`src/mips32_cfg.svh`:
```
// Core configuration for the MIPS32 pipeline and its shared memory
`ifndef MIPS32_CFG_SVH
`define MIPS32_CFG_SVH

// Datapath width in bits
`define DATA_W 32

// Shared memory depth in words
`define MEM_WORDS 1024

// General purpose registers
`define REG_COUNT 32

// First fetch address
`define RESET_PC 32'h0000_0000

`endif
```
`src/mips32IsaPkg.sv`:
```
// MIPS32 instruction encodings and the decoded control bundle
package mips32IsaPkg;

	typedef enum logic [5:0] {
		opRType = 6'h00,
		opJ     = 6'h02,
		opBeq   = 6'h04,
		opAddiu = 6'h09,
		opLw    = 6'h23,
		opSw    = 6'h2b
	} opcodeT;

	typedef enum logic [5:0] {
		fnAddu = 6'h21,
		fnSubu = 6'h23,
		fnAnd  = 6'h24,
		fnOr   = 6'h25,
		fnSlt  = 6'h2a
	} functT;

	typedef enum logic [2:0] {
		aluAdd = 3'd0,
		aluSub = 3'd1,
		aluAnd = 3'd2,
		aluOr  = 3'd3,
		aluSlt = 3'd4
	} aluOpT;

	// All zero means a bubble with no side effects
	typedef struct packed {
		logic  regWrite;
		logic  memToReg;
		logic  memRead;
		logic  memWrite;
		logic  aluSrcImm;
		logic  regDstRd;
		logic  isBranch;
		logic  isJump;
		aluOpT aluOp;
	} ctrlT;

endpackage

```
`src/mips32PipePkg.sv`:
```
// Pipeline stage payloads and the operand forwarding select
`include "mips32_cfg.svh"

package mips32PipePkg;
	import mips32IsaPkg::*;

	typedef struct packed {
		logic               valid;
		logic [`DATA_W-1:0] pcPlus4;
		logic [`DATA_W-1:0] instr;
	} ifIdT;

	typedef struct packed {
		logic               valid;
		ctrlT               ctrl;
		logic [`DATA_W-1:0] pcPlus4;
		logic [`DATA_W-1:0] rsVal;
		logic [`DATA_W-1:0] rtVal;
		logic [`DATA_W-1:0] imm;
		logic [4:0]         rs;
		logic [4:0]         rt;
		logic [4:0]         rd;
	} idExT;

	typedef struct packed {
		logic               valid;
		ctrlT               ctrl;
		logic [`DATA_W-1:0] aluResult;
		logic [`DATA_W-1:0] storeData;
		logic [4:0]         dest;
	} exMemT;

	typedef struct packed {
		logic               valid;
		logic               regWrite;
		logic               memToReg;
		logic [`DATA_W-1:0] loadData;
		logic [`DATA_W-1:0] aluResult;
		logic [4:0]         dest;
	} memWbT;

	typedef enum logic [1:0] {
		fwdRf  = 2'd0,
		fwdMem = 2'd1,
		fwdWb  = 2'd2
	} fwdSelT;

endpackage

```
`src/registerFile.sv`:
```
// General register file with write-back select and retire port
`timescale 1ns/10ps
`include "mips32_cfg.svh"

module registerFile import mips32PipePkg::*; (
	input  logic               clk,
	input  logic               rstN,
	input  logic [4:0]         rsIdx,
	input  logic [4:0]         rtIdx,
	output logic [`DATA_W-1:0] rsVal,
	output logic [`DATA_W-1:0] rtVal,
	input  memWbT              wbPayload,
	output logic               wbValid,
	output logic [4:0]         wbReg,
	output logic [`DATA_W-1:0] wbData
);

	logic [`DATA_W-1:0] regs [`REG_COUNT];

	assign wbReg   = wbPayload.dest;
	assign wbData  = wbPayload.memToReg ? wbPayload.loadData : wbPayload.aluResult;
	// Writes to r0 are dropped and never retire
	assign wbValid = wbPayload.valid && wbPayload.regWrite && (wbPayload.dest != '0);

	// Same-cycle write is visible to decode
	assign rsVal = (rsIdx == '0) ? '0 : (wbValid && wbReg == rsIdx) ? wbData : regs[rsIdx];
	assign rtVal = (rtIdx == '0) ? '0 : (wbValid && wbReg == rtIdx) ? wbData : regs[rtIdx];

	always_ff @(posedge clk) begin
		if (!rstN) begin
			for (int i = 0; i < `REG_COUNT; i++) begin
				regs[i] <= '0;
			end
		end else if (wbValid) begin
			regs[wbReg] <= wbData;
		end
	end

endmodule

```
`config.mk`:
```
export PLATFORM = sky130hd
export DESIGN_NAME = registerFile
export DESIGN_NICKNAME = d
export VERILOG_FILES = /design/src/mips32IsaPkg.sv /design/src/mips32PipePkg.sv /design/src/registerFile.sv
export VERILOG_INCLUDE_DIRS = /design/src
export SDC_FILE = /design/constraint.sdc
export NUM_CORES = 2
export LEC_CHECK = 0
export BUFFER_PORTS_ARGS = -buffer_cell sky130_fd_sc_hd__buf_2
export CAP_MARGIN = 20
export CORE_ASPECT_RATIO = 0.7
export CORE_UTILIZATION = 50
export CTS_CLUSTER_DIAMETER = 120
export DETAILED_ROUTE_END_ITERATION = 16
export PLACE_DENSITY_LB_ADDON = 0.1
export SYNTH_ARGS = -nofsm -noshare
export SYNTH_HDL_FRONTEND = slang
export SYNTH_SLANG_ARGS = --single-unit
```
`constraint.sdc`:
```
create_clock -name clk -period 4.2 [get_ports clk]
set_input_delay 0.63 -clock clk [delete_from_list [all_inputs] [get_ports clk]]
set_output_delay 0.63 -clock clk [all_outputs]
set_load 0.005 [all_outputs]
```
# Yosys cells after proc, flatten, opt, wreduce, memory -nomap -nowiden
# Memories as Yosys holds them, arrays and structs flattened.
# Index checks and enable logic that the tools add are counted.
# Widths: inputs -> output; s select.
# totals
romBits	0
latchBits	0
n_memories	1
ff_bits	0
ram_bits	1024
inputBits	84
# classes
bitwise_logic	0
n_shift	0
n_mux	12
add_sub_neg	0
n_eq_ne	2
n_mul	0
order_cmp	0
n_reduce_logical	8
div	0
# memory_table
memory	depth	width	read_ports	rd_clocked_by_memory_dff	wr	line	text
regs	32	32	2	0	32	registerFile.sv:18	logic [`DATA_W-1:0] regs [`REG_COUNT];
# ops
operator	n
$mux 32	6
$reduce_or 32->1	1
$eq 5x5->1	2
$logic_not 5->1	2
$mux 1	5
$mux 5	1
$reduce_bool 5->1	1
$logic_and 1x1->1	4

# Depth between registers and ports, before layout
# depth
depth_word	7
depth_mapped	10

# Worst setup path after synthesis
# No wires, ideal clock.
# synth_path
path_kind	input to register
startpoint	input port rstN
endpoint	memory regs[25][0] (netlist bit) (enable)
t_arrival_ns	2.617
n_path_buf	2
cell_stages	6
slack_ns	1.193
t_required_ns	3.811
cell_sequence	clkbuf_1 nand3_1 nor3_1 nand2_1 clkbuf_1 nand2_1
# synth_lines
element	line	text
start: declaration	registerFile.sv:7	input logic rstN,
end: declaration	registerFile.sv:18	

# Final worst setup path
# layout_path
startpoint	input port wbPayload[2] (netlist bit)
endpoint	output port rsVal[31]
# layout_between
elab_chain_cells	5
word_cells_on_any_way	6
cone_classes	eq/ne (1); mux (2); reduce/logical (3)
# layout_rtl
element	line	text
start: declaration	registerFile.sv:12	input memWbT wbPayload,
$reduce_bool 5->1	registerFile.sv:23	assign wbValid = wbPayload.valid && wbPayload.regWrite && (wbPayload.dest != '0);
$logic_and 1x1->1	registerFile.sv:23	
$logic_and 1x1->1 (*)	registerFile.sv:26	assign rsVal = (rsIdx == '0) ? '0 : (wbValid && wbReg == rsIdx) ? wbData : regs[rsIdx];
$mux 32 (*) (2 in series)	registerFile.sv:26	
end: declaration	registerFile.sv:10	output logic [`DATA_W-1:0] rsVal,
# Mark *: on every way between the ends. The rest lies on a longest branch, timed or not.

==> out/metrics.yaml <==
path_class: "input pin to output pin"
drt_iter0_drc: 7341
dp_cells: 5338
synth-edff-count: 1024
ant_nets: 0
stdcell_count: 5523
nNetsFinal: 4111
hp-class: "input pin to flop"
path_buf_inv: 3
grt-busiest-layer: "met1"
cp.required_ns: 3.57
grt_pass1_vias: 36610
gr-usage-met1_pct: 56.90
crit_arrival_ns: 3.38
crit_path_frequent_cell: "buf_2"
asyncSetResetFlopFracSynth_pct: 0
synth_area_mm2: 0.05325
die_x_um: 392.1
place_hpwl_mm: 127.3
cpPeakStageDelay_ns: 0.69
setup-tns-final_ns: 0
syn_to_final_growth_pct: 13.40
slew_headroom_pct: 15.83
synth_area_leaders: "edfxtp_1 (58%), mux4_2 (16%), nor2_1 (7.2%)"
grt_pass1_wl_mm: 290.6
powerDensity_mw_per_mm2: 407.7
synth_area_leader_cell: "edfxtp_1"
finalSetupViolCount: 0
grt_overflow: 0
num_rows: 99
fin_crit_ns: 4.011
final_layout_size_suffix_gt1_share_pct: 26.56
start_util_pct: 50.75
yosysMostFrequentCell: "edfxtp_1"
rsz0062_at_grt: "no"
cts-root-buf: "clkbuf_16"
numPortBuffers: 185
num_vias: 39290
synthCells: 3880
numCtsBuffers: 101
cp-end-kind: "output pin"
ys.flop_type: "edfxtp_1"
slowest_stage: "a21oi_1"
critPathLaunchType: "input pin"
post_cts_buffers: 0
synth_warnings: 0
antenna_found_initial: 8
min_period_over_period_pct: 95.49
finalHoldViolCount: 0
synth_seq_area_share_pct: 57.75
wl_mm: 212.4
registers.top_by_ff_count: "regs"
synth_commonest_cells: "edfxtp_1 (1024), nor2_1 (1016), mux4_2 (370), clkbuf_1 (292), mux2i_1 (290)"
path_cells: "buf_2, nor3_4, a211oi_1, a21oi_1, nand2_1, o221ai_1, buf_4, buf_2"
path_max_fanout: 11
maxSlewViolCount: 0
die-area_mm2: 0.1078
grtUsageMet3_pct: 15.63
drc: 0
clock.fmax_mhz: 249.3
ys_types: 65
track_usage_pct: 39.45
drt_pass1_iterations: 6
synth_top_area_share_pct: 57.75
die_y_um: 275.0
drt-wirelength-per-cell_um: 38.46
cts_max_level: 3
worst_pin_slew_ns: 1.257
cts_sinks: 1024
clk_pin_slew_ns: 0.06
cts_buffer_depth: 3
io_pins: 186
cts_tree: "yes"
leakage_nw: 21.77
max-vdd-ir-drop_mv: 0.3528
synth.avg_cell_area_um2: 13.72
reg_top3: "regs: 1024 flops"
ys_seq_elements: 1024
globalplace.congestion: 0.9207
largest_register_ffs: 1024
outcome: "finished, final reports clean"
drt-vias-per-instance: 7.114
grt_max_degree: 67
grtUsageMet2_pct: 54.30
cp_top_family: "compound AO/OA/AOI/OAI gates"
max_cap_violations: 0
coreArea_mm2: 0.1049
metrics by stage:
stage	power (mW)	utilization, %	cell area [µm²]	hold WS (ns)	setup WS (ns)
floorplan	14.14	-	53360	0.9605	1.193
global placement	15.63	54.54	57220	1.015	0.1493
detailed placement	15.66	54.54	57220	1.037	0.1764
CTS	24.51	57.54	60370	0.2792	0.1659
global route	25.12	57.55	60380	0.2907	0.1781
finish	24.62	57.55	60380	0.3044	0.1894
placed cells by master, fill, tap and decap left out, types with 11 or more instances in the layout:
cell type	instances
a211o_1	28
a211oi_1	30
a21oi_1	62
a221oi_1	32
a22o_1	40
a22oi_1	32
buf_12	55
buf_2	176
buf_4	200
clkbuf_1	23
clkbuf_16	104
clkinv_1	26
clkinv_2	17
conb_1	32
edfxtp_1	1024
inv_1	36
mux2_2	37
mux2i_1	258
mux2i_4	32
mux4_1	12
mux4_2	370
nand2_1	32
nand2_2	64
nand2b_1	11
nand3_1	16
nor2_1	1015
nor3_1	24
o211ai_1	13
o21a_1	20
o21ai_0	26
o221ai_1	41
o22ai_1	79
o32ai_1	32
routing by layer:
layer | vias up | part of all wire [%]
li1 | 15170 | -
met1 | 19900 | 38
met2 | 3732 | 41
met3 | 482 | 18
met4 | 6 | 3.8
met5 | - | 0.063
cells by family after synthesis:
family	after synthesis	share of synthesized area, %
multiplexers	709	22.48
XOR/XNOR	10	0.1645
AND/OR/NAND/NOR	1213	9.054
buffers and inverters	460	4.131
other	1	0.007042
AO/OA/AOI/OAI	463	6.422
flip-flops	1024	57.75
path summary, 6_finish.rpt:
path                 startpoint          end  slack (ns)  cells after the start
setup / recovery   wbPayload[2]    rsVal[31]        0.19                      8
hold / removal    wbPayload[11]  regs[29][6]        0.30                      3
what timing repair did:
item,4_1_cts,5_1_grt
hold buffers,0,0
gates resized for setup,0,1
endpoints found under the setup margin,0,1
final cells by class:
class,count,area (µm²)
multi-input combinational,2427,21020
sequential,1024,30750
clock inverter,57,461.7
antenna,1,2.502
clock buffer,127,2689
inverter,37,138.9
fill,8391,44540
tap,1414,1769
timing repair buffer,436,3550
where the power goes:
group	internal, mW	switching [mW]	total (mW)
Combinational	1.38	2.14	3.51
Clock	4.95	4.09	9.04
Sequential	11.8	0.286	12.1
Total	18.1	6.51	24.6
Note: power is estimated with default switching activity, not from simulation.
