## config.mk

```make
export PLATFORM = sky130hd
export DESIGN_NAME = executeUnit
export DESIGN_NICKNAME = d
export VERILOG_FILES = /design/src/mips32IsaPkg.sv /design/src/mips32PipePkg.sv /design/src/executeUnit.sv
export VERILOG_INCLUDE_DIRS = /design/src
export SDC_FILE = /design/constraint.sdc
export NUM_CORES = 1
export LEC_CHECK = 0
export BUFFER_PORTS_ARGS = -buffer_cell sky130_fd_sc_hd__buf_2
export CORE_ASPECT_RATIO = 0.6
export CORE_MARGIN = 1
export CORE_UTILIZATION = 30
export DETAILED_ROUTE_END_ITERATION = 8
export SLEW_MARGIN = 0
export SYNTH_ARGS = -nofsm -noshare
export SYNTH_HDL_FRONTEND = slang
export SYNTH_SLANG_ARGS = --single-unit
```

## constraint.sdc

```tcl
create_clock -name vclk -period 7.95
set_input_delay 1.59 -clock vclk [all_inputs]
set_output_delay 1.59 -clock vclk [all_outputs]
set_load 0.005 [all_outputs]
```

## src/mips32_cfg.svh

```systemverilog
// Core configuration for the MIPS32 pipeline and its shared memory
`ifndef MIPS32_CFG_SVH
`define MIPS32_CFG_SVH

// Datapath width in bits
`define DATA_W 32

// Shared memory depth in words
`define MEM_WORDS 1024

// General purpose registers
`define REG_COUNT 32

// First fetch address
`define RESET_PC 32'h0000_0000

`endif
```

## src/mips32IsaPkg.sv

```systemverilog
// MIPS32 instruction encodings and the decoded control bundle
package mips32IsaPkg;

	typedef enum logic [5:0] {
		opRType = 6'h00,
		opJ     = 6'h02,
		opBeq   = 6'h04,
		opAddiu = 6'h09,
		opLw    = 6'h23,
		opSw    = 6'h2b
	} opcodeT;

	typedef enum logic [5:0] {
		fnAddu = 6'h21,
		fnSubu = 6'h23,
		fnAnd  = 6'h24,
		fnOr   = 6'h25,
		fnSlt  = 6'h2a
	} functT;

	typedef enum logic [2:0] {
		aluAdd = 3'd0,
		aluSub = 3'd1,
		aluAnd = 3'd2,
		aluOr  = 3'd3,
		aluSlt = 3'd4
	} aluOpT;

	// All zero means a bubble with no side effects
	typedef struct packed {
		logic  regWrite;
		logic  memToReg;
		logic  memRead;
		logic  memWrite;
		logic  aluSrcImm;
		logic  regDstRd;
		logic  isBranch;
		logic  isJump;
		aluOpT aluOp;
	} ctrlT;

endpackage

```

## src/mips32PipePkg.sv

```systemverilog
// Pipeline stage payloads and the operand forwarding select
`include "mips32_cfg.svh"

package mips32PipePkg;
	import mips32IsaPkg::*;

	typedef struct packed {
		logic               valid;
		logic [`DATA_W-1:0] pcPlus4;
		logic [`DATA_W-1:0] instr;
	} ifIdT;

	typedef struct packed {
		logic               valid;
		ctrlT               ctrl;
		logic [`DATA_W-1:0] pcPlus4;
		logic [`DATA_W-1:0] rsVal;
		logic [`DATA_W-1:0] rtVal;
		logic [`DATA_W-1:0] imm;
		logic [4:0]         rs;
		logic [4:0]         rt;
		logic [4:0]         rd;
	} idExT;

	typedef struct packed {
		logic               valid;
		ctrlT               ctrl;
		logic [`DATA_W-1:0] aluResult;
		logic [`DATA_W-1:0] storeData;
		logic [4:0]         dest;
	} exMemT;

	typedef struct packed {
		logic               valid;
		logic               regWrite;
		logic               memToReg;
		logic [`DATA_W-1:0] loadData;
		logic [`DATA_W-1:0] aluResult;
		logic [4:0]         dest;
	} memWbT;

	typedef enum logic [1:0] {
		fwdRf  = 2'd0,
		fwdMem = 2'd1,
		fwdWb  = 2'd2
	} fwdSelT;

endpackage

```

## src/executeUnit.sv

```systemverilog
// Execute stage with forwarding muxes, ALU and beq resolution
`timescale 1ns/10ps
`include "mips32_cfg.svh"

module executeUnit import mips32IsaPkg::*; import mips32PipePkg::*; (
	input  idExT               exPayload,
	input  fwdSelT             fwdRs,
	input  fwdSelT             fwdRt,
	input  logic [`DATA_W-1:0] memAluResult,
	input  logic [`DATA_W-1:0] wbData,
	output exMemT              exMemNext,
	output logic               branchTaken,
	output logic [`DATA_W-1:0] branchPc
);

	logic [`DATA_W-1:0] opA;
	logic [`DATA_W-1:0] rtFwd;
	logic [`DATA_W-1:0] opB;
	logic [`DATA_W-1:0] aluResult;
	logic [4:0]         dest;

	function automatic logic [`DATA_W-1:0] fwdMux(input fwdSelT sel,
			input logic [`DATA_W-1:0] rfVal);
		case (sel)
			fwdMem:  return memAluResult;
			fwdWb:   return wbData;
			default: return rfVal;
		endcase
	endfunction

	always_comb begin
		opA   = fwdMux(fwdRs, exPayload.rsVal);
		rtFwd = fwdMux(fwdRt, exPayload.rtVal);
		opB   = exPayload.ctrl.aluSrcImm ? exPayload.imm : rtFwd;
		case (exPayload.ctrl.aluOp)
			aluAdd:  aluResult = opA + opB;
			aluSub:  aluResult = opA - opB;
			aluAnd:  aluResult = opA & opB;
			aluOr:   aluResult = opA | opB;
			aluSlt:  aluResult = {{(`DATA_W-1){1'b0}}, $signed(opA) < $signed(opB)};
			default: aluResult = '0;
		endcase
	end

	assign branchTaken = exPayload.valid && exPayload.ctrl.isBranch && (opA == rtFwd);
	assign branchPc    = exPayload.pcPlus4 + (exPayload.imm << 2);
	assign dest        = exPayload.ctrl.regDstRd ? exPayload.rd : exPayload.rt;

	// Store data takes the forwarded rt value
	assign exMemNext = '{valid: exPayload.valid, ctrl: exPayload.ctrl, aluResult: aluResult,
		storeData: rtFwd, dest: dest};

endmodule

```

Word-level counts from Yosys, hierarchy flattened
Cells that the tools add are included.

storage, ports and cells
  register bits after elaboration = 0
  latch bits = 0
  bits in writable memories = 0
  bits in read-only memories = 0
  input port bits = 223
  logic and storage cells = 23
  memories kept = 0

cells by class
  $add $sub $neg = 3
  $mul = 0
  div/mod/pow operators = 0
  $lt $le $gt $ge = 1
  eq/ne operators = 9
  shift-type cells = 0
  multiplexer cells = 5
  bitwise operators = 2
  reductions and logical operators = 3

operator list
  cell                number
  $pmux 32 s5         1
  $pmux 32 s2         2
  $add 32x32->32      2
  $and 32x32->32      1
  $eq 32x32->1        1
  $lt 32x32->1        1
  $mux 32             1
  $or 32x32->32       1
  $sub 32x32->32      1
  $eq 3x2->1 const B  2
  $mux 5              1
  $eq 2x1->1 const B  2
  $eq 2x2->1 const B  2
  $eq 3x1->1 const B  1
  $eq 3x3->1 const B  1
  $logic_not 3->1     1
  $logic_and 1x1->1   2

Depth between registers and ports, before layout
  word-level depth = 5
  mapped depth = 19
  depth with buffers taken out = 18

Least setup slack after synthesis
Ideal clock, no wire load.

  path kind = input to output
  start = input port fwdRt[0]
  end = output port exMemNext[67] (netlist bit)
  arrival time = 5.272 ns
  data required time = 6.360 ns
  slack = 1.088 ns
  cell stages on the path = 18
  path buffers = 3
  cells stage by stage = inv_1 -> ha_1 -> clkbuf_1 -> clkbuf_1 -> nor2_1 -> a21oi_1 -> o21ai_0 -> ha_1 -> buf_6 -> or3_4 -> or4_4 -> a21oi_2 -> o21ai_2 -> a31oi_2 -> o21ai_2 -> a221oi_4 -> a2111oi_1 -> a311o_1

RTL lines
  element      RTL line           text
  from (decl)  executeUnit.sv:8   input fwdSelT fwdRt,
  to (decl)    executeUnit.sv:11  output exMemT exMemNext,

==> summary.md <==
| Metric | Value |
|---|---|
| Post-route setup slack | `between 200 and 250 ps` |
| Worst min path class | `primary input to output pin` |
| Largest net degree at the start of global routing | `between 40 and 50` |
| HPWL Detailed | `about 37 mm` |
| Core box area | `27,600 µm²` |
| Placer Congestion | `0.994` |
| VDD IR max | `0.0449 mV` |
| Setup bufs post-CTS | `0` |
| Sequential-to-total area share from yosys stat | `0` |
| GR Util All Layers | `0.285` |
| Layout net count | `2,032` |
| Met1 usage | `0.431` |
| Hold Buf Count CTS | `0` |
| Drt first pass iters | `6` |
| CP max-delay cell | `ha_4` |
| Final Hold Viols | `0` |
| Synth warnings | `0` |
| Resize count post-CTS | `0` |
| CP Max Fanout | `24` |
| Layer with the highest usage | `met1` |
| Met3 usage | `0.0501` |
| Setup Viol. Count Final | `0` |
| Row count | `47` |
| Proportion of layout cells with a drive suffix above 1 | `0.283` |
| Die Ht | `132 µm` |
| Top-count cell post-synth | `a21oi_1` |
| Setup WS pre-CTS | `41.7 ps` |
| Worst Tran Pin Value | `860 ps` |
| Fmax achieved | `130 MHz` |
| Cell Area, Synth | `8450 µm²` |
| Critical Path RT | `6360 ps` |
| WL/cell | `between 20 and 25 µm` |
| Filler Cells Inserted | `2,992` |
| Vias in the first global route | `around 10k` |
| Top post-synthesis cells by count | `a21oi_1 (157), nor2_1 (148), inv_1 (142), ha_1 (140), nand2_1 (85)` |
| Initial DRC Count | `around 1.4k` |
| Final core occ | `0.400` |
| Setup_tns | `0 ps` |
| Slew HR | `0.421` |
| Worst setup path class | `primary input to output pin` |
| Crit. End Element | `output pin` |
| Synth top area share | `0.207` |
| Period minus WS final | `7700 ps` |
| Unrepaired setup endpoints after global routing | `no` |
| Finished Layout Cells | `2,037` |
| Post-placement cell count | `between 2k and 2.5k` |
| Cell Chain, Critical Path | `buf_2 -> inv_1 -> ha_4 -> buf_4 -> nand2_1 -> o21a_1 -> o21ai_0 -> ha_1 -> inv_1 -> fa_1 -> nor2b_1 -> o31a_1 -> o211ai_1 -> o21ai_2 -> a31oi_1 -> o311ai_1 -> o21ai_0 -> or3_1 -> a31oi_2 -> buf_4 -> buf_2` |
| Post-route antenna net violation count | `0` |
| Initial Utilization | `0.306` |
| Global Route met2 Usage | `0.417` |
| Biggest area consumer among synthesized cells | `ha_1` |
| Critical Path Max Stage Delay | `440 ps` |
| DRC errors left | `0` |
| Status | `finished clean` |
| Top cells by area, synth | `ha_1 (21%), a21oi_1 (9.3%), nor2_1 (6.6%)` |
| Die width | `219 µm` |
| Register area | `0 µm²` |
| Max Transition Viols Final | `0` |
| Final WL | `43.1 mm` |
| Final worst path period share | `0.969` |
| Vias | `11.4k` |
| Hold Startpoint | `exPayload[150]` |
| Area growth, synth to finish | `30.8%` |
| Global-route wire length before repair | `63.7 mm` |
| Die area | `28,900 µm²` |
| IO Port Bufs | `318` |
| Yosys cell types | `82` |
| Crit path arrival time | `about 6100 ps` |
| # IOs | `337` |
| Syn Nets | `1,683` |
| Seq cells | `0` |
| Clock buffer cells | `0` |
| Static power due to leakage | `0.00567 µW` |
| Post-Synthesis Cells | `around 1.3k` |
| Worst Hold Endpoint | `exMemNext[76]` |
| Antenna violations before repair | `5` |
| Pwr dens | `about 110 nW/µm²` |
| Avg Inst Size Synth | `between 6 and 7 µm²` |
| Via density | `5.60` |
| Max Cap Viol | `0` |
| Depth of the worst hold-timing path | `0` |
| CP startpoint kind | `primary input` |
| Total grt overflow | `0` |
-- report_power, final --
group | switching (µW) | total [µW] | internal, µW
Sequential | 0 | 0 | 0
Combinational | 736 | 1250 | 518
Clock | 0 | 0.000101 | 0.000101
Total | 736 | 1250 | 518
-- worst max-delay path: cells and delay by family --
kind | cells | cell delay (ps)
adder cells (fa/ha/maj) | 3 | 1140
AO/OA/AOI/OAI | 9 | 1940
AND/OR/NAND/NOR | 3 | 650
buffers and inverters | 6 | 780
-- per-stage QoR --
step                hold WS (ps)  instance area, µm²  power, µW
floorplan                   3260                8450        717
global placement            3180               11000       1200
detailed placement          3180               11000       1210
CTS                         3180               11000       1220
global route                3180               11000       1350
finish                      3180               11100       1250
-- worst max-delay path by stage --
stage | start | end | cells after the start | slack (ps)
after floorplan | fwdRt[0] | exMemNext[67] | 18 | 1090
after global placement | fwdRt[0] | exMemNext[53] | 21 | 90
after detailed placement | fwdRt[0] | exMemNext[53] | 21 | 40
after CTS | fwdRt[0] | exMemNext[53] | 21 | 30
after global routing | fwdRt[0] | exMemNext[53] | 21 | 4
final | fwdRt[0] | exMemNext[53] | 21 | 250
-- metal layers --
metal | part of all wire | wire length, µm | vias to the layer above
met5 | 0 | 0 | -
met4 | 0.020 | 852 | 0
met3 | 0.11 | 4590 | 48
met2 | 0.40 | 17400 | 669
met1 | 0.47 | 20300 | 5295
li1 | - | - | 5394
-- cell usage in the layout (no fill, tap or decap), types with 11 or more instances in the layout --
cell,netlist,final
inv_1,142,142
xnor2_1,44,44
o22ai_1,11,11
ha_1,140,137
o21a_1,21,21
nor3_1,29,29
xor2_1,33,33
nand2_1,85,85
o21bai_1,13,13
o21ai_0,83,82
a22oi_1,67,67
nand3_1,18,18
buf_4,14,118
buf_2,11,318
nor4_1,18,18
a21o_1,25,25
a21oi_1,157,157
nor2_1,148,148
a211oi_1,26,26
-- area by class of cell --
| cell class | instances | area, µm² | area share |
|---|---|---|---|
| Antenna cell | 6 | 15.0 | 0.00136 |
| Inverter | 144 | 541 | 0.0489 |
| Multi-Input combinational cell | 1083 | 7540 | 0.682 |
| Tap cell | 367 | 459 | 0.0416 |
| Timing Repair Buffer | 437 | 2500 | 0.226 |
-- logic make-up (layout without fill, tap and decap cells) --
kind of cell             count (synthesis)  after routing  share of synthesized area
AO/OA/AOI/OAI                          492            492                      0.381
XOR/XNOR                                77             77                     0.0798
adder cells (fa/ha/maj)                143            143                      0.214
buffers and inverters                  234            581                      0.113
multiplexers                            13             13                     0.0179
other                                    0              6                          0
AND/OR/NAND/NOR                        358            358                      0.194
Power figures use the tool's default switching activity.
