--- src/mips32_cfg.svh ---
// Core configuration for the MIPS32 pipeline and its shared memory
`ifndef MIPS32_CFG_SVH
`define MIPS32_CFG_SVH

// Datapath width in bits
`define DATA_W 32

// Shared memory depth in words
`define MEM_WORDS 1024

// General purpose registers
`define REG_COUNT 32

// First fetch address
`define RESET_PC 32'h0000_0000

`endif
--- src/mips32IsaPkg.sv ---
// MIPS32 instruction encodings and the decoded control bundle
package mips32IsaPkg;

	typedef enum logic [5:0] {
		opRType = 6'h00,
		opJ     = 6'h02,
		opBeq   = 6'h04,
		opAddiu = 6'h09,
		opLw    = 6'h23,
		opSw    = 6'h2b
	} opcodeT;

	typedef enum logic [5:0] {
		fnAddu = 6'h21,
		fnSubu = 6'h23,
		fnAnd  = 6'h24,
		fnOr   = 6'h25,
		fnSlt  = 6'h2a
	} functT;

	typedef enum logic [2:0] {
		aluAdd = 3'd0,
		aluSub = 3'd1,
		aluAnd = 3'd2,
		aluOr  = 3'd3,
		aluSlt = 3'd4
	} aluOpT;

	// All zero means a bubble with no side effects
	typedef struct packed {
		logic  regWrite;
		logic  memToReg;
		logic  memRead;
		logic  memWrite;
		logic  aluSrcImm;
		logic  regDstRd;
		logic  isBranch;
		logic  isJump;
		aluOpT aluOp;
	} ctrlT;

endpackage

--- src/controlDecode.sv ---
// Instruction decode into the control bundle, immediate and jump target
`timescale 1ns/10ps
`include "mips32_cfg.svh"

module controlDecode import mips32IsaPkg::*; (
	input  logic [`DATA_W-1:0] instr,
	input  logic [`DATA_W-1:0] pcPlus4,
	output ctrlT               ctrl,
	output logic [`DATA_W-1:0] imm,
	output logic [`DATA_W-1:0] jumpTarget
);

	opcodeT opcode;
	functT  funct;

	assign opcode     = opcodeT'(instr[31:26]);
	assign funct      = functT'(instr[5:0]);
	assign imm        = {{16{instr[15]}}, instr[15:0]};
	assign jumpTarget = {pcPlus4[31:28], instr[25:0], 2'b00};

	always_comb begin
		ctrl = '0;
		case (opcode)
			opRType: begin
				ctrl.regWrite = 1'b1;
				ctrl.regDstRd = 1'b1;
				case (funct)
					fnAddu:  ctrl.aluOp = aluAdd;
					fnSubu:  ctrl.aluOp = aluSub;
					fnAnd:   ctrl.aluOp = aluAnd;
					fnOr:    ctrl.aluOp = aluOr;
					fnSlt:   ctrl.aluOp = aluSlt;
					default: ctrl = '0;
				endcase
			end
			opAddiu: begin
				ctrl.regWrite  = 1'b1;
				ctrl.aluSrcImm = 1'b1;
			end
			opLw: begin
				ctrl.regWrite  = 1'b1;
				ctrl.memToReg  = 1'b1;
				ctrl.memRead   = 1'b1;
				ctrl.aluSrcImm = 1'b1;
			end
			opSw: begin
				ctrl.memWrite  = 1'b1;
				ctrl.aluSrcImm = 1'b1;
			end
			opBeq: begin
				ctrl.isBranch = 1'b1;
				ctrl.aluOp    = aluSub;
			end
			opJ:     ctrl.isJump = 1'b1;
			// Unknown opcodes become a bubble
			default: ctrl = '0;
		endcase
	end

endmodule

--- config.mk ---
export PLATFORM = sky130hd
export DESIGN_NAME = controlDecode
export DESIGN_NICKNAME = d
export VERILOG_FILES = /design/src/mips32IsaPkg.sv /design/src/controlDecode.sv
export VERILOG_INCLUDE_DIRS = /design/src
export SDC_FILE = /design/constraint.sdc
export NUM_CORES = 1
export LEC_CHECK = 0
export ABC_AREA = 1
export BUFFER_PORTS_ARGS = -buffer_cell sky130_fd_sc_hd__buf_2
export CORE_AREA = 2 2 53 55
export DETAILED_ROUTE_END_ITERATION = 10
export DIE_AREA = 0 0 55 57
export PLACE_DENSITY = 0.85
export SETUP_SLACK_MARGIN = 0.15
export SYNTH_ARGS = -nofsm -noshare
export SYNTH_HDL_FRONTEND = slang
export SYNTH_SLANG_ARGS = --single-unit
--- constraint.sdc ---
create_clock -name vclk -period 1.45
set_input_delay 0.145 -clock vclk [all_inputs]
set_output_delay 0.145 -clock vclk [all_outputs]
set_load 0.01 [all_outputs]
# After elaboration in Yosys (flattened, before gate mapping)
# Cells that the tools add are included.
# W data, S select, Z words.
op_classes:
  eq_ne: 10
  mux: 10
  reduce_logical: 4
ops:
  columns: ["cell", "count"]
  rows:
  - ["$eq A6 B6 Y1 const B", 7]
  - ["$pmux W3 S4", 1]
  - ["$pmux W1 S2", 5]
  - ["$mux W8", 1]
  - ["$eq A6 B2 Y1 const B", 1]
  - ["$eq A6 B3 Y1 const B", 1]
  - ["$eq A6 B4 Y1 const B", 1]
  - ["$logic_not A6 Y1", 1]
  - ["$pmux W3 S2", 1]
  - ["$reduce_or A5 Y1", 1]
  - ["$pmux W2 S2", 1]
  - ["$reduce_or A3 Y1", 1]
  - ["$reduce_or A2 Y1", 1]
  - ["$mux W1", 1]
word_totals:
  ff_bits: 0
  in_bits: 64
  wordCells: 24

# Depth between registers and ports, before layout
# Gate-level depths: netlist (run 1).
logic_depth:
  ltp_word: 4
  depth_mapped: 6
  depth_no_buf: 6

# Least setup slack after synthesis (run 1)
# OpenSTA, ideal clock, no wires.
synth_path:
  path_kind: "input-to-output"
  start: "in instr[27]"
  end: "out ctrl[6] (netlist bit)"
  t_arrival_ns: 0.701
  setup_slack_ns: 0.604
  stages: 6
  n_path_buf: 0
  path_cell_list: "inv_2 nor2_2 nand3_1 nor2_1 inv_1 nand2_1"
synth_rtl:
  columns: ["item", "line_no", "rtl"]
  rows:
  - ["from (decl)", "controlDecode.sv:6", "input logic [`DATA_W-1:0] instr,"]
  - ["to (decl)", "controlDecode.sv:8", "output ctrlT ctrl,"]

==> results.md, run 1 <==
- Top Usage Layer GRT: met2
- Post-CTS Resized: 0
- RSZ-0062 raised after global routing: false
- F_max: ~0.93 GHz
- DR vias: ~460
- Share of Yosys cell area claimed by the top area cell type: 68.4%
- Final Hold Viols: 0
- Most common library cells after synthesis: 65 x buf_4, 11 x inv_1, 9 x nand2_1, 9 x nor2_1, 6 x nand3_1
- Lkg Pwr: ~0.30 nW
- Sequential cell area fraction in the yosys report: 0%
- Global-route usage over all layers: 6.15%
- GRT overflow: 0
- Hpwl dp: 1.02 mm
- # diodes: 0
- Post-Synthesis Cells: roughly 110
- Initial antenna violation count: 0
- Outcome: complete, no violations
- Largest net degree at the start of global routing: 19
- Final period util: 74.5%
- VDD IR max: about 0.06 mV
- Final net count: 151
- Startpoint Class: input pin
- Via density: 3.98
- Class of the worst hold path: in2out
- Post-CTS Hold Buffers: 0
- Area after DPL: 443 um2
- Syn Std Cell Area: slightly above 700 um2
- IO Pins: between 100 and 150
- DIE AREA: 3140 um2
- Final GP Congestion: 0.632
- Port buffer count: 35
- DRC: 0
- Global-route wire length before repair: 1.54 mm
- DR WL/cell: 9.91 um
- Max-cap viol count: 0
- DIE WIDTH: 55 um
- Post-CTS Repair Setup Buffers: 0
- Endpoints failing setup: 0
- Clock buf count: 0
- Number of global-route vias before repair: 365
- Core area: 2620 um2
- Power per cell area: 202 nW/um2
- Syn avg cell area: ~6.3 um2
- Dpl ws: 344 ps
- Initial DRC count: 8
- Critical Path End Type: primary output
- Initial core utilization: 27.3%
- Detailed Routing Iterations Pass 1: 4
- Post-route ant nets: 0
- Req. time, crit path: 1310 ps
- Layout cells sized above 1: between 50% and 60%
- Post-synth cell types: 14
- CP max stage cell: nor2_2
- M3 GR Usage: 1.57%
- DRT Wirelength: about 1.2 mm
- Post-route cell area: between 400 and 500 um2
- Largest cells by area after synthesis: buf_4 68%, inv_1 5.8%, nand2_1 4.7%
- Row Count: 19
- Met2 usage: 10.7%
- Crit-path max FO: 3
- Most frequent cell after synthesis: buf_4
- Setup_tns: 0 ps
- CP cell instances: buf_2 -> nor2_2 -> nand3b_1 -> nor2_2 -> nand2_1 -> nand2_1 -> buf_2
- CP arrival: about 940 ps
- Minimum clock period: 1080 ps
- Final Worst Setup Slack: 370 ps
- P&R area growth vs syn: -37.9%
- Area leader, netlist: buf_4
- Setup CP Type: in2out
- Slew Viols, Final: 0
- Seq Cell Count: 0
- Ys Warns: 0
- DIE HEIGHT: 57 um
- Met1 Track Usage GR: 5.45%
- Fill cells: 324
- FF+latch area: 0 um2
- CP peak stage delay: 180 ps
-- critical path, delay by kind of cell --
kind                   cells  cell delay [ps]
buffers and inverters      2              230
and+or+nand+nor            5              570
-- cells in the final DEF, fill, tap and decap left out --
cell type	Yosys	final
nor3_1	1	1
conb_1	1	2
nand3b_1	2	2
inv_2	2	2
nor2_1	9	9
nor2_2	4	4
nand2_2	1	1
nand3_1	6	6
inv_1	11	11
nor4_1	1	1
nand4_1	1	1
nand2_1	9	9
buf_2	0	35
nor2_4	1	1
-- layout make-up --
cell class                      instances  area (um2)  share of cell area [%]
Multi-Input combinational cell         37         180                    40.7
Timing Repair Buffer                   35         175                    39.5
Inverter                               13        48.8                    11.0
Tap cell                               31        38.8                    8.76
-- per-layer routing --
metal  up-vias  wire, um
li1        220         -
met3        24       227
met5         -         0
met4         0        93
met1       181       357
met2        37       472
-- logic make-up (layout without fill, tap and decap cells) --
| group | count (synthesis) | count (layout) | synth area share [%] |
|---|---|---|---|
| AND/OR/NAND/NOR | 35 | 35 | 24.2 |
| other | 1 | 2 | 0.526 |
| buffers and inverters | 78 | 48 | 75.3 |
-- stage by stage --
| step | std cells | hold WS, ps | utilization [%] | total power, W |
|---|---|---|---|---|
| 2_1_floorplan | 115 | 343 | - | 0.000211 |
| 3_3_place_gp | 116 | 290 | 16.9 | 0.0000884 |
| 3_5_place_dp | 116 | 290 | 16.9 | 0.0000904 |
| 4_1_cts | 116 | 290 | 16.9 | 0.0000905 |
| 5_1_grt | 116 | 290 | 16.9 | 0.000102 |
| 6_report | 116 | 290 | 16.9 | 0.0000893 |
-- path summary, 6_finish.rpt --
check,cells after the start,slack (ps),startpoint,to
min,0,290,instr[22],jumpTarget[24]
max,7,370,instr[31],ctrl[10]
-- power breakdown --
group          internal (W)  switching (W)  total [W]
sequential                0              0          0
clock                     0              0          0
combinational     0.0000357      0.0000537  0.0000893
No activity file was read; power rests on OpenSTA's default activity.
==> run 2, diff against run 1 <==
--- a/config.mk
+++ b/config.mk
@@ -8,10 +8,11 @@
 export LEC_CHECK = 0
 export ABC_AREA = 1
 export BUFFER_PORTS_ARGS = -buffer_cell sky130_fd_sc_hd__buf_2
-export CORE_AREA = 2 2 53 55
+export CORE_ASPECT_RATIO = 0.5
+export CORE_MARGIN = 1
+export CORE_UTILIZATION = 27
 export DETAILED_ROUTE_END_ITERATION = 10
-export DIE_AREA = 0 0 55 57
-export PLACE_DENSITY = 0.85
+export PLACE_DENSITY = 0.82
 export SETUP_SLACK_MARGIN = 0.15
 export SYNTH_ARGS = -nofsm -noshare
 export SYNTH_HDL_FRONTEND = slang
==> constraint.sdc (replaced) <==
create_clock -name vclk -period 1.05
set_input_delay 0.105 -clock vclk [all_inputs]
set_output_delay 0.105 -clock vclk [all_outputs]
set_load 0.01 [all_outputs]
==> results.md, run 2 (synthesized netlist as in run 1, its figures left out) <==
- Slew Viols, Final: 0 (unchanged)
- DR vias: 428 (was 462)
- Most frequent cells in the layout: 32 x buf_2, 10 x inv_1, 9 x nand2_1 (was 35 x buf_2, 11 x inv_1, 9 x nor2_1, 9 x nand2_1, 6 x nand3_1)
- Crit path depth: 7 (unchanged)
- Row Count: 12 (was 19)
- FF+latch area: 0 um2 (unchanged)
- Initial DRC count: 16 (was 8)
- Endpoints failing setup: 0 (unchanged)
- P&R area growth vs syn: -29.8% (was -37.9%)
- Total power: 0.000139 W (was 0.0000893 W)
- Post-route insts no fill: 121 (was 116)
- RSZ-0062 raised after global routing: true (was false)
- Metal1 wirelength: 336 um (was 357 um)
- Minimum clock period: 943 ps
- Number of global-route vias before repair: 326 (was 365)
- CP max stage cell: nor2_2 (unchanged)
- Placed Cells: 120 (was 116)
- # diodes: 0 (unchanged)
- DRC: 0 (unchanged)
- Via density: 3.54 (was 3.98)
- Area after DPL: 448 um2 (was 443 um2)
- Worst path buffer plus inverter count: 2 (unchanged)
- DR top layer: met4 (unchanged)
- DIE HEIGHT: 38.3 um (was 57 um)
- Final net count: 152 (was 151)
- Final period util: roughly 90%
- Commonest non-fill, non-tap cell in the layout: buf_2 (unchanged)
- Outcome: complete, no violations (unchanged)
- Detailed Routing Iterations Pass 1: 2 (was 4)
- GRT overflow: 0 (unchanged)
- CP arrival: 840 ps (was 940 ps)
- Crit-path max FO: 3 (unchanged)
- DIE AREA: 2860 um2 (was 3140 um2)
- DIE WIDTH: 74.7 um (was 55 um)
- Final Hold Viols: 0 (unchanged)
- Critical Path End Type: primary output (unchanged)
- Largest net degree at the start of global routing: 19 (unchanged)
- Crit path top cell by count: nand2_1
- Port buffer count: 35 (unchanged)
- Initial antenna violation count: 0 (unchanged)
- IO Pins: 139 (unchanged)
- Core area: 2360 um2 (was 2620 um2)
- Power per cell area: 278 nW/um2 (was 202 nW/um2)
- Lkg Pwr: 0.316 nW (was 0.303 nW)
- Global-route wire length before repair: 1.28 mm (was 1.54 mm)
- CP peak stage delay: 160 ps (was 180 ps)
- Max-cap viol count: 0 (unchanged)
- Clock buf count: 0 (unchanged)
- Post-route cell area: 500 um2 (was 443 um2)
- Setup CP Type: in2out (unchanged)
- DRT Wirelength: 971 um (was 1.15 mm)
- Layout cells sized above 1: 57.0% (was 50.6%)
- DR WL/cell: 8.02 um (was 9.91 um)
- Hold depth: 0 (unchanged)
- Class of the worst hold path: in2out (unchanged)
- Post-route ant nets: 0 (unchanged)
- Seq Cell Count: 0 (unchanged)
- Startpoint Class: input pin (unchanged)
- Req. time, crit path: 940 ps (was 1310 ps)
- Initial core utilization: 30.3% (was 27.3%)
- Setup_tns: 0 ps (unchanged)
- F_max: roughly 1.1 GHz
- CP cell instances: buf_8 -> nor2_4 -> nand3b_1 -> nor2_2 -> nand2_1 -> nand2_1 -> buf_2 (was buf_2 -> nor2_2 -> nand3b_1 -> nor2_2 -> nand2_1 -> nand2_1 -> buf_2)
- VDD IR max: 0.0539 mV (was 0.0611 mV)
- Final core occ: 21.2% (was 16.9%)
- Hpwl dp: 853 um (was 1.02 mm)
- DR WL met3: 132 um (was 227 um)
- Global-route usage over all layers: 5.58% (was 6.15%)
- Met2 Routed Length: 494 um (was 472 um)
- Final GP Congestion: 0.656 (was 0.632)
- CP top delay family: simple AND/OR/NAND/NOR gates (unchanged)
run 2: cell types whose count changed in the layout (fill, tap and decap cells not counted), sizes merged:
cell  change
buf       +1
run 2: timing repair:
action	in CTS	in global routing
pin swaps	6	7
gates cloned	0	0
hold buffers	0	0
endpoints found under the setup margin	7	8
buffers inserted	0	1
gates resized for setup	5	7
run 2: layout make-up:
type | instances | area, um2
fillers | 274 | 1860
inverters | 13 | 48.8
multi-input cells | 37 | 203
well taps | 35 | 43.8
repair buffers | 36 | 205
run 2: final timing paths:
check	from	endpoint	slack, ps
max	instr[31]	ctrl[10]	110
min	instr[20]	jumpTarget[22]	210
run 2: layer usage:
| metal | vias to the layer above | GRT usage, % |
|---|---|---|
| li1 | 218 | - |
| met1 | 185 | 4.87 |
| met2 | 23 | 11.7 |
| met3 | 2 | 2.37 |
| met4 | 0 | 1.89 |
| met5 | - | 0 |
run 2: report_power, final:
part	switching (W)	internal [W]	leakage, nW	total (W)
logic	0.0000791	0.0000600	0.316	0.000139
clock network	0	0	0	0
registers	0	0	0	0
total	0.0000791	0.0000600	0.316	0.000139
run 2: through the flow:
stage,setup WS (ps),hold slack (ps)
global placement,96.6,210
floorplan,284,263
global route,19.9,210
detailed placement,62.5,210
finish,107,210
CTS,70.8,210
