`config.mk`:
```
export PLATFORM = sky130hd
export DESIGN_NAME = fetchUnit
export DESIGN_NICKNAME = d
export VERILOG_FILES = /design/src/mips32IsaPkg.sv /design/src/mips32PipePkg.sv /design/src/fetchUnit.sv
export VERILOG_INCLUDE_DIRS = /design/src
export SDC_FILE = /design/constraint.sdc
export NUM_CORES = 1
export LEC_CHECK = 0
export BUFFER_PORTS_ARGS = -buffer_cell sky130_fd_sc_hd__buf_2
export CORE_UTILIZATION = 45
export CTS_CLUSTER_SIZE = 28
export DETAILED_ROUTE_END_ITERATION = 7
export HOLD_SLACK_MARGIN = 0.05
export PLACE_DENSITY = 0.84
export SLEW_MARGIN = 20
export SYNTH_ARGS = -nofsm -noshare
export SYNTH_HDL_FRONTEND = slang
export SYNTH_SLANG_ARGS = --single-unit
```
`constraint.sdc`:
```
create_clock -name clk -period 5.09 [get_ports clk]
set_clock_uncertainty 0.05 [all_clocks]
set_input_delay 0.509 -clock clk [delete_from_list [all_inputs] [get_ports clk]]
set_output_delay 0.509 -clock clk [all_outputs]
set_load 0.02 [all_outputs]
```
`src/mips32_cfg.svh`:
```
// Core configuration for the MIPS32 pipeline and its shared memory
`ifndef MIPS32_CFG_SVH
`define MIPS32_CFG_SVH

// Datapath width in bits
`define DATA_W 32

// Shared memory depth in words
`define MEM_WORDS 1024

// General purpose registers
`define REG_COUNT 32

// First fetch address
`define RESET_PC 32'h0000_0000

`endif
```
`src/mips32IsaPkg.sv`:
```
// MIPS32 instruction encodings and the decoded control bundle
package mips32IsaPkg;

	typedef enum logic [5:0] {
		opRType = 6'h00,
		opJ     = 6'h02,
		opBeq   = 6'h04,
		opAddiu = 6'h09,
		opLw    = 6'h23,
		opSw    = 6'h2b
	} opcodeT;

	typedef enum logic [5:0] {
		fnAddu = 6'h21,
		fnSubu = 6'h23,
		fnAnd  = 6'h24,
		fnOr   = 6'h25,
		fnSlt  = 6'h2a
	} functT;

	typedef enum logic [2:0] {
		aluAdd = 3'd0,
		aluSub = 3'd1,
		aluAnd = 3'd2,
		aluOr  = 3'd3,
		aluSlt = 3'd4
	} aluOpT;

	// All zero means a bubble with no side effects
	typedef struct packed {
		logic  regWrite;
		logic  memToReg;
		logic  memRead;
		logic  memWrite;
		logic  aluSrcImm;
		logic  regDstRd;
		logic  isBranch;
		logic  isJump;
		aluOpT aluOp;
	} ctrlT;

endpackage

```
`src/mips32PipePkg.sv`:
```
// Pipeline stage payloads and the operand forwarding select
`include "mips32_cfg.svh"

package mips32PipePkg;
	import mips32IsaPkg::*;

	typedef struct packed {
		logic               valid;
		logic [`DATA_W-1:0] pcPlus4;
		logic [`DATA_W-1:0] instr;
	} ifIdT;

	typedef struct packed {
		logic               valid;
		ctrlT               ctrl;
		logic [`DATA_W-1:0] pcPlus4;
		logic [`DATA_W-1:0] rsVal;
		logic [`DATA_W-1:0] rtVal;
		logic [`DATA_W-1:0] imm;
		logic [4:0]         rs;
		logic [4:0]         rt;
		logic [4:0]         rd;
	} idExT;

	typedef struct packed {
		logic               valid;
		ctrlT               ctrl;
		logic [`DATA_W-1:0] aluResult;
		logic [`DATA_W-1:0] storeData;
		logic [4:0]         dest;
	} exMemT;

	typedef struct packed {
		logic               valid;
		logic               regWrite;
		logic               memToReg;
		logic [`DATA_W-1:0] loadData;
		logic [`DATA_W-1:0] aluResult;
		logic [4:0]         dest;
	} memWbT;

	typedef enum logic [1:0] {
		fwdRf  = 2'd0,
		fwdMem = 2'd1,
		fwdWb  = 2'd2
	} fwdSelT;

endpackage

```
`src/fetchUnit.sv`:
```
// Program counter and instruction fetch over the shared memory port
`timescale 1ns/10ps
`include "mips32_cfg.svh"

module fetchUnit import mips32PipePkg::*; (
	input  logic               clk,
	input  logic               rstN,
	input  logic               run,
	input  logic               stall,
	input  logic               redirect,
	input  logic [`DATA_W-1:0] redirectPc,
	output logic               fetchReq,
	output logic [`DATA_W-1:0] fetchAddr,
	input  logic               fetchGnt,
	input  logic [`DATA_W-1:0] fetchData,
	output ifIdT               ifPayload
);

	logic [`DATA_W-1:0] pc;
	logic [`DATA_W-1:0] pcPlus4;

	assign pcPlus4   = pc + 'd4;
	assign fetchReq  = run && !stall;
	assign fetchAddr = pc >> 2;

	// No grant means an empty slot and the PC holds
	assign ifPayload = '{valid: fetchReq && fetchGnt, pcPlus4: pcPlus4, instr: fetchData};

	always_ff @(posedge clk) begin
		if (!rstN) begin
			pc <= `RESET_PC;
		end else if (redirect) begin
			pc <= redirectPc;
		end else if (fetchReq && fetchGnt) begin
			pc <= pcPlus4;
		end
	end

	fetchInRange: assert property (@(posedge clk) disable iff (!rstN)
		fetchReq |-> (fetchAddr < `MEM_WORDS))
		else $error("fetchUnit: fetch address %0h outside memory", fetchAddr);

endmodule

```
* After elaboration in Yosys (flattened, before gate mapping)
Index checks and enable logic that the tools add are counted.
** Word-level totals
- Register bits after elaboration :: 32
- Input bits :: 70
- Output and inout bits :: 98
** Cells by class
- Add/subtract/negate cells :: 1
- Muxes and demuxes :: 2
- Reduce and logical (&&, ||, !) cells :: 4
** Operators by type and width (count)
- two-way mux 32 bit :: 2
- adder 32 x 3 -> 32 bit, second input constant :: 1
- logical AND 1 bit :: 2
- nonzero test 2 bit :: 1
- logical NOT 1 bit :: 1

* Logic depth before layout (Yosys ltp)
Gate-level depths: netlist of the first run.
- Depth in word-level cells :: 5
- Depth in mapped cells :: 8

* Least setup slack after synthesis of the first run
No wires, ideal clock.
- Path type :: reg2out
- From :: reg pc[17]
- To :: out ifPayload[59] (netlist bit)
- Arrival :: 2.388 ns
- Required time :: 4.531 ns
- Slack :: 2.143 ns
- Cell stages (with the launch flop) :: 9
- Path buffers :: 3
- Cells stage by stage :: dfxtp_1 clkbuf_1 nand2_1 or4_1 buf_2 or2_2 buf_2 nor3_1 xor2_1
** RTL lines
- from (decl) :: line fetchUnit.sv:19 : logic [`DATA_W-1:0] pc;
- from (signal assigned) :: line fetchUnit.sv:31 : pc <= `RESET_PC;
- from (signal assigned) :: line fetchUnit.sv:33 : pc <= redirectPc;
- from (signal assigned) :: line fetchUnit.sv:35 : pc <= pcPlus4;
- to (decl) :: line fetchUnit.sv:16 : output ifIdT ifPayload

==> reports/metrics.csv, run 1 <==
metric;value;unit
initial core utilization;47.1;%
hold path start;redirectPc[31];
CTS tree;done;
PostCTS Resize Cnt;0;
Hold Buf Count CTS;0;
antenna violations before repair;0;
Top FF cell, synth;dfxtp_1;
max-cap violation count;0;
final number of setup-violating endpoints;0;
GR Util All Layers;21.8;%
DRT Wirelength;6.16;mm
number of vias per cell;5.33;
I/O pin total;168;
synthesized cell area;2420;µm²
DR DRC count;0;
FFs w/ async S/R, synth;0;%
worst-path cell chain;ha_1 -> nand3_1 -> nor4_1 -> and2_1 -> nand2_1 -> xnor2_1 -> buf_2;
CP startpoint;pc[2];
Die X;75.4;µm
Crit. End Element;output pin;
critical-path maximum fanout;7;
Fill cells;519;
max reg flops;32;
vias in the first global route;2084;
clock sink count;32;
CP Class;flip-flop to output pin;
Power Dens Cells;254;nW/µm²
Clock Tree Root;clkbuf_8;
core footprint;5140;µm²
final hold violations;0;
sequential area share after synthesis;26.5;%
Hold Path Class;primary input to flip-flop;
biggest regs;pc: 32 flops;
Post-synth EDFFs;0;
row count;26;
Max Freq;309;MHz
Most flops, register;pc;
fin crit period;3.23;ns
CTS buffer count;5;
vias;2370;
worst-margin pin slew;0.966;ns
Syn Area/Cell;7.59;µm²
Die H;75.4;µm
largest net degree at the start of global routing;38;
CTS HTree Levels;2;
Post-DP HPWL;4.49;mm
setup bufs post-CTS;0;
# port buffers;101;
number of distinct library cells after synthesis;39;
Leakage;1.24;nW
Final Wtd Congestion;0.842;
max incr delay on CP;0.80;ns
Final Max Slew Viols;0;
Data arrival, critical path;2.67;ns
r2r startpoint;pc[11];
flip-flop and latch count after synthesis;32;
wire per inst;13.9;µm
Post-Route Utilization;54.7;%
NumNets Final;445;
Clock transition at path regs;0.07;ns
setup TNS;0;ns
GRT overflow;0;
Clock Latency Late Sink;0.28;ns
area added between synthesis and finish;16.1;%
Worst EP required;4.53;ns
RSZ-0062 raised after global routing;false;
critical path's slowest cell;nor4_1;
status;finished, final reports clean;
Ant. Diodes;0;
synth warn;0;
Max transition margin;35.0;%
layout cell share with drive strength beyond 1;32.0;%
Setup crit start kind;flip-flop;
clock buffer depth;2;
DRT antenna net count;0;
Mapped Cells;319;
die area;5680;µm²
first-pass GRT wire length;9.41;mm
final cycle utilization of the critical path;63.5;%
DR pass1 iterations;5;
Initial DRC Count;141;
Peak VDD IR;0.127;mV
-- layer usage --
layer	GRT usage, %	vias to the layer above	part of all wire (%)
li1	-	1157	-
met1	27.6	1109	44
met2	35.9	92	49
met3	6.22	12	6.8
met4	6.79	0	0.89
met5	0	-	0
-- placed cells by master, fill, tap and decap left out, drive strengths merged, types with 2 or more instances in the layout --
master	Yosys	final
nand4	9	9
nor2	16	16
and4	3	3
buf	36	101
o311a	2	2
mux2i	2	2
and2	6	6
nor4	7	7
or4	3	3
clkbuf	18	7
xor2	23	23
o21a	2	2
or2	6	6
o21ai	25	25
dfxtp	32	32
and3	2	2
or3	2	2
nand2	29	29
clkinv	2	2
nor3	16	16
xnor2	30	30
a21oi	18	18
nand2b	4	4
conb	1	2
nand3	12	12
nor2b	4	4
inv	2	2
o211a	2	2
-- metrics by stage --
stage | setup WS [ns] | hold WS (ns) | power, mW | instance area, µm² | instances
floorplan | 2.14 | 0.540 | 0.432 | 2420 | 320
global placement | 2.22 | 0.444 | 0.449 | 2690 | 437
detailed placement | 2.15 | 0.462 | 0.451 | 2690 | 437
CTS | 1.82 | 0.396 | 0.720 | 2810 | 445
global route | 1.55 | 0.392 | 0.750 | 2810 | 445
finish | 1.86 | 0.403 | 0.715 | 2810 | 445
-- layout make-up --
class	instances	area (µm²)	share of cell area, %
multi-input combinational	230	1440	51.1
sequential	32	641	22.8
timing repair buffer	101	505	18.0
clock buffer	7	96.3	3.43
tap	70	87.6	3.12
clock inverter	1	30.0	1.07
inverter	4	15.0	0.534
-- kinds of logic after synthesis --
logic type / count (synthesis) / synth area share (%)
AOI/OAI and AO/OA: 51 / 11.9
xor gates and xnor gates: 53 / 19.2
other: 1 / 0.155
adders and majority gates: 1 / 0.517
DFF: 32 / 26.5
muxes: 3 / 1.29
buffers and inverters: 58 / 14.4
and+or+nand+nor: 120 / 26.2
-- worst max-delay path, delay by kind of cell (launching register included) --
family / cells / cell delay (ns)
buffers and inverters: 1 / 0.20
DFF: 1 / 0.40
adders and majority gates: 1 / 0.23
xor gates and xnor gates: 1 / 0.18
and+or+nand+nor: 4 / 1.38
-- path summary, 6_finish.rpt --
path,end,slack (ns),depth (start not counted)
max,ifPayload[62],1.86,7
min,pc[31],0.40,3
max reg2reg,pc[29],2.51,5
min reg2reg,pc[1],0.47,2
-- cell usage after synthesis (4+ instances only) --
| library cell | count | area, µm² |
|---|---|---|
| dfxtp_1 | 32 | 641 |
| and2_1 | 6 | 37.5 |
| xor2_1 | 23 | 201 |
| nand4_1 | 8 | 50.1 |
| a21oi_1 | 18 | 90.1 |
| nor2b_1 | 4 | 25.0 |
| or2_2 | 5 | 31.3 |
| nand2b_1 | 4 | 25.0 |
| nand3_1 | 12 | 60.1 |
| xnor2_1 | 30 | 263 |
| nor2_1 | 16 | 60.1 |
| o21ai_0 | 25 | 125 |
| buf_4 | 34 | 255 |
| nor3_1 | 16 | 80.1 |
| nand2_1 | 29 | 109 |
| clkbuf_1 | 18 | 67.6 |
| nor4_1 | 6 | 37.5 |
-- power by group --
group          internal, mW  switching, mW  leakage [nW]
combinational        0.0600         0.0902         0.913
sequential            0.267         0.0287         0.265
clock                 0.173         0.0963        0.0645
Note: power is estimated with default switching activity, not from simulation.
==> inputs of run 2 (changes only) <==
ABC_AREA = 1   (was unset)
CORE_UTILIZATION = 39   (was 45)
PLACE_DENSITY = 0.76   (was 0.84)
clock period = 2.95 ns   (was 5.09 ns; I/O delays follow)
==> reports/metrics.csv, run 2 <==
metric;value;unit;change
Worst EP required;2.61;ns;-1.92 ns
NumNets Final;552;;+24%
Clock transition at path regs;0.07;ns;about the same
final number of setup-violating endpoints;0;;unchanged
max-cap violation count;0;;unchanged
setup TNS;0;ns;unchanged
Post-synth EDFFs;0;;unchanged
Peak VDD IR;0.321;mV;+150%
main area contributors after synthesis;dfxtp_1 (25%), nand2_1 (24%), buf_4 (10%), inv_1 (6.6%), nor2_1 (5.2%);;
final cycle utilization of the critical path;76.8;%;
Syn Area/Cell;6.11;µm²;-20%
Int Pwr;0.800;mW;+60%
Final Wtd Congestion;0.889;;+5.6%
Mapped Cells;417;;+31%
vias;2722;;+15%
CTS HTree Levels;2;;unchanged
Hold Buf Count CTS;0;;unchanged
first-pass GRT wire length;12.0;mm;+27%
Max Freq;441;MHz;
final hold violations;0;;unchanged
number of vias per cell;4.87;;-8.6%
Seq pwr share;41.8;%;+0.4 points
# port buffers;101;;unchanged
row count;29;;+12%
fin crit period;2.27;ns;
commonest non-fill, non-tap cell in the layout;nand2_1;;
Combinational Power Share;22.1;%;+1.1 points
Non-Filler Instances;559;;+26%
top-area cell type share of the netlist area;25.1;%;-1.3 points
Tot Pwr;1.18;mW;+65%
area added between synthesis and finish;16.4;%;
max incr delay on CP;0.40;ns;-0.40 ns
Most flops, register;pc;;
Setup crit start kind;flip-flop;;
critical-path maximum fanout;4;;-3
Crit. End Element;output pin;;
largest net degree at the start of global routing;35;;-7.9%
Leakage;1.48;nW;+19%
clock power share;36.1;%;-1.5 points
critical path's slowest cell;dfxtp_1;;
DRT Wirelength;7.04;mm;+14%
flip-flop and latch count after synthesis;32;;unchanged
top-count cell post-synth;nand2_1;;
Hold Path Class;primary input to flip-flop;;
worst-margin pin slew;0.940;ns;-0.0268 ns
Post-Route Utilization;47.0;%;-7.7 points
GRT overflow;0;;unchanged
wire per inst;12.6;µm;-9.1%
antenna violations before repair;0;;unchanged
Power Dens Cells;399;nW/µm²;+57%
Yosys top cell by area;dfxtp_1;;
DRT antenna net count;0;;unchanged
initial core utilization;40.3;%;-6.8 points
die area;6860;µm²;+21%
RSZ-0062 raised after global routing;false;;
clock sink count;32;;unchanged
DR DRC count;0;;unchanged
sequential area share after synthesis;25.1;%;-1.3 points
NetSw;0.383;mW;+78%
most frequent cells in the layout;nand2_1 (161), buf_2 (101), inv_1 (45);;
FFs w/ async S/R, synth;0;%;unchanged
CTS tree;done;;
synth warn;0;;unchanged
DR pass1 iterations;4;;-1
Top FF cell, synth;dfxtp_1;;
I/O pin total;168;;unchanged
Final Max Slew Viols;0;;unchanged
Die X;82.8;µm;+9.9%
layout cell share with drive strength beyond 1;28.4;%;-3.6 points
clock buffer depth;2;;unchanged
Data arrival, critical path;1.92;ns;-0.75 ns
GR Util All Layers;21.2;%;-0.62 points
Ant. Diodes;0;;unchanged
Initial DRC Count;179;;+27%
Die H;82.8;µm;+9.9%
core footprint;6310;µm²;+23%
Clock Latency Late Sink;0.29;ns;about the same
synthesized cell area;2550;µm²;+5.2%
number of distinct library cells after synthesis;22;;-44%
biggest regs;pc: 32 flops;;
max reg flops;32;;unchanged
worst-path cell chain;ha_1 -> nand2_1 -> nor2_4 -> nand2_2 -> nor2_2 -> xor2_1 -> buf_2;;
CTS buffer count;5;;unchanged
CP Class;flip-flop to output pin;;
status;finished, final reports clean;;
Post-DP HPWL;5.50;mm;+22%
Net Sw Frac;32.4;%;+2.3 points
Max transition margin;37.3;%;+2.3 points
placed cell count;551;;+26%
Synth top cells by count;nand2_1 (161), inv_1 (45), nor2_1 (35), buf_4 (34), dfxtp_1 (32);;
PostCTS Resize Cnt;0;;unchanged
setup bufs post-CTS;0;;unchanged
vias in the first global route;2624;;+26%
Clock Tree Root;clkbuf_8;;
R2R Setup Slk;1.16;ns;-1.35 ns
## run 2: cell types whose count changed after synthesis, sizes merged, moves of 12 or more
cell,previous run,this run
nand2,29,167
inv,2,46
nor2,16,48
xnor2,30,4
nor3,16,0
xor2,23,11
## run 2: cells by family (layout without fill, tap and decap cells)
kind of cell             after synthesis  count (layout)  synth area share (%)
adder cells (fa/ha/maj)                1               1                 0.491
AO/OA/AOI/OAI                         46              46                  9.48
other                                  1               2                 0.147
XOR/XNOR                              15              15                  7.22
buffers and inverters                 92             156                  18.8
flip-flops                            32              32                  25.1
AND/OR/NAND/NOR                      230             230                  38.8
## run 2: area by class of cell
type                    count  area (µm²)
multi-input cells         294        1440
flip-flops and latches     32         641
inverters                  46         173
repair buffers            102         513
clock buffers               6        72.6
well taps                  77        96.3
fillers                   675        3350
clock inverters             2        35.0
## run 2: path summary, 6_finish.rpt
path | cells past startpoint | from | to
worst max-delay path | 7 | pc[2] | ifPayload[48]
worst min-delay path | 3 | redirectPc[0] | pc[0]
worst max register to register | 10 | pc[2] | pc[20]
worst min register to register | 2 | pc[2] | pc[2]
## run 2: metal layers
layer	global-route usage, %	part of all wire [%]	vias to the layer above
met5	0	0	-
met4	6.90	1.3	0
met3	3.58	6.0	18
met2	36.8	49	100
met1	26.5	44	1246
li1	-	-	1358
## run 2: power groups by stage
| stage | registers [mW] | clock network [mW] | logic [mW] |
|---|---|---|---|
| final | 0.495 | 0.427 | 0.261 |
| after global routing | 0.500 | 0.452 | 0.287 |
| after CTS | 0.495 | 0.433 | 0.263 |
| after detailed placement | 0.505 | 0 | 0.262 |
| after global placement | 0.504 | 0 | 0.258 |
| after floorplan | 0.528 | 0 | 0.201 |
## run 2: stage by stage
step                hold WS [ns]  area, µm²  worst slack (ns)
floorplan                  0.380       2550              1.05
global placement           0.448       2860             0.757
detailed placement         0.468       2860             0.685
CTS                        0.200       2970             0.666
global route               0.209       2970             0.552
finish                     0.200       2970             0.683
## run 2: critical path, delay by kind of cell (launching register included)
family                     cells  cell delay, ns
xor gates and xnor gates       1            0.24
adders and majority gates      1            0.22
buffers and inverters          1            0.21
DFF                            1            0.40
and+or+nand+nor                4            0.56
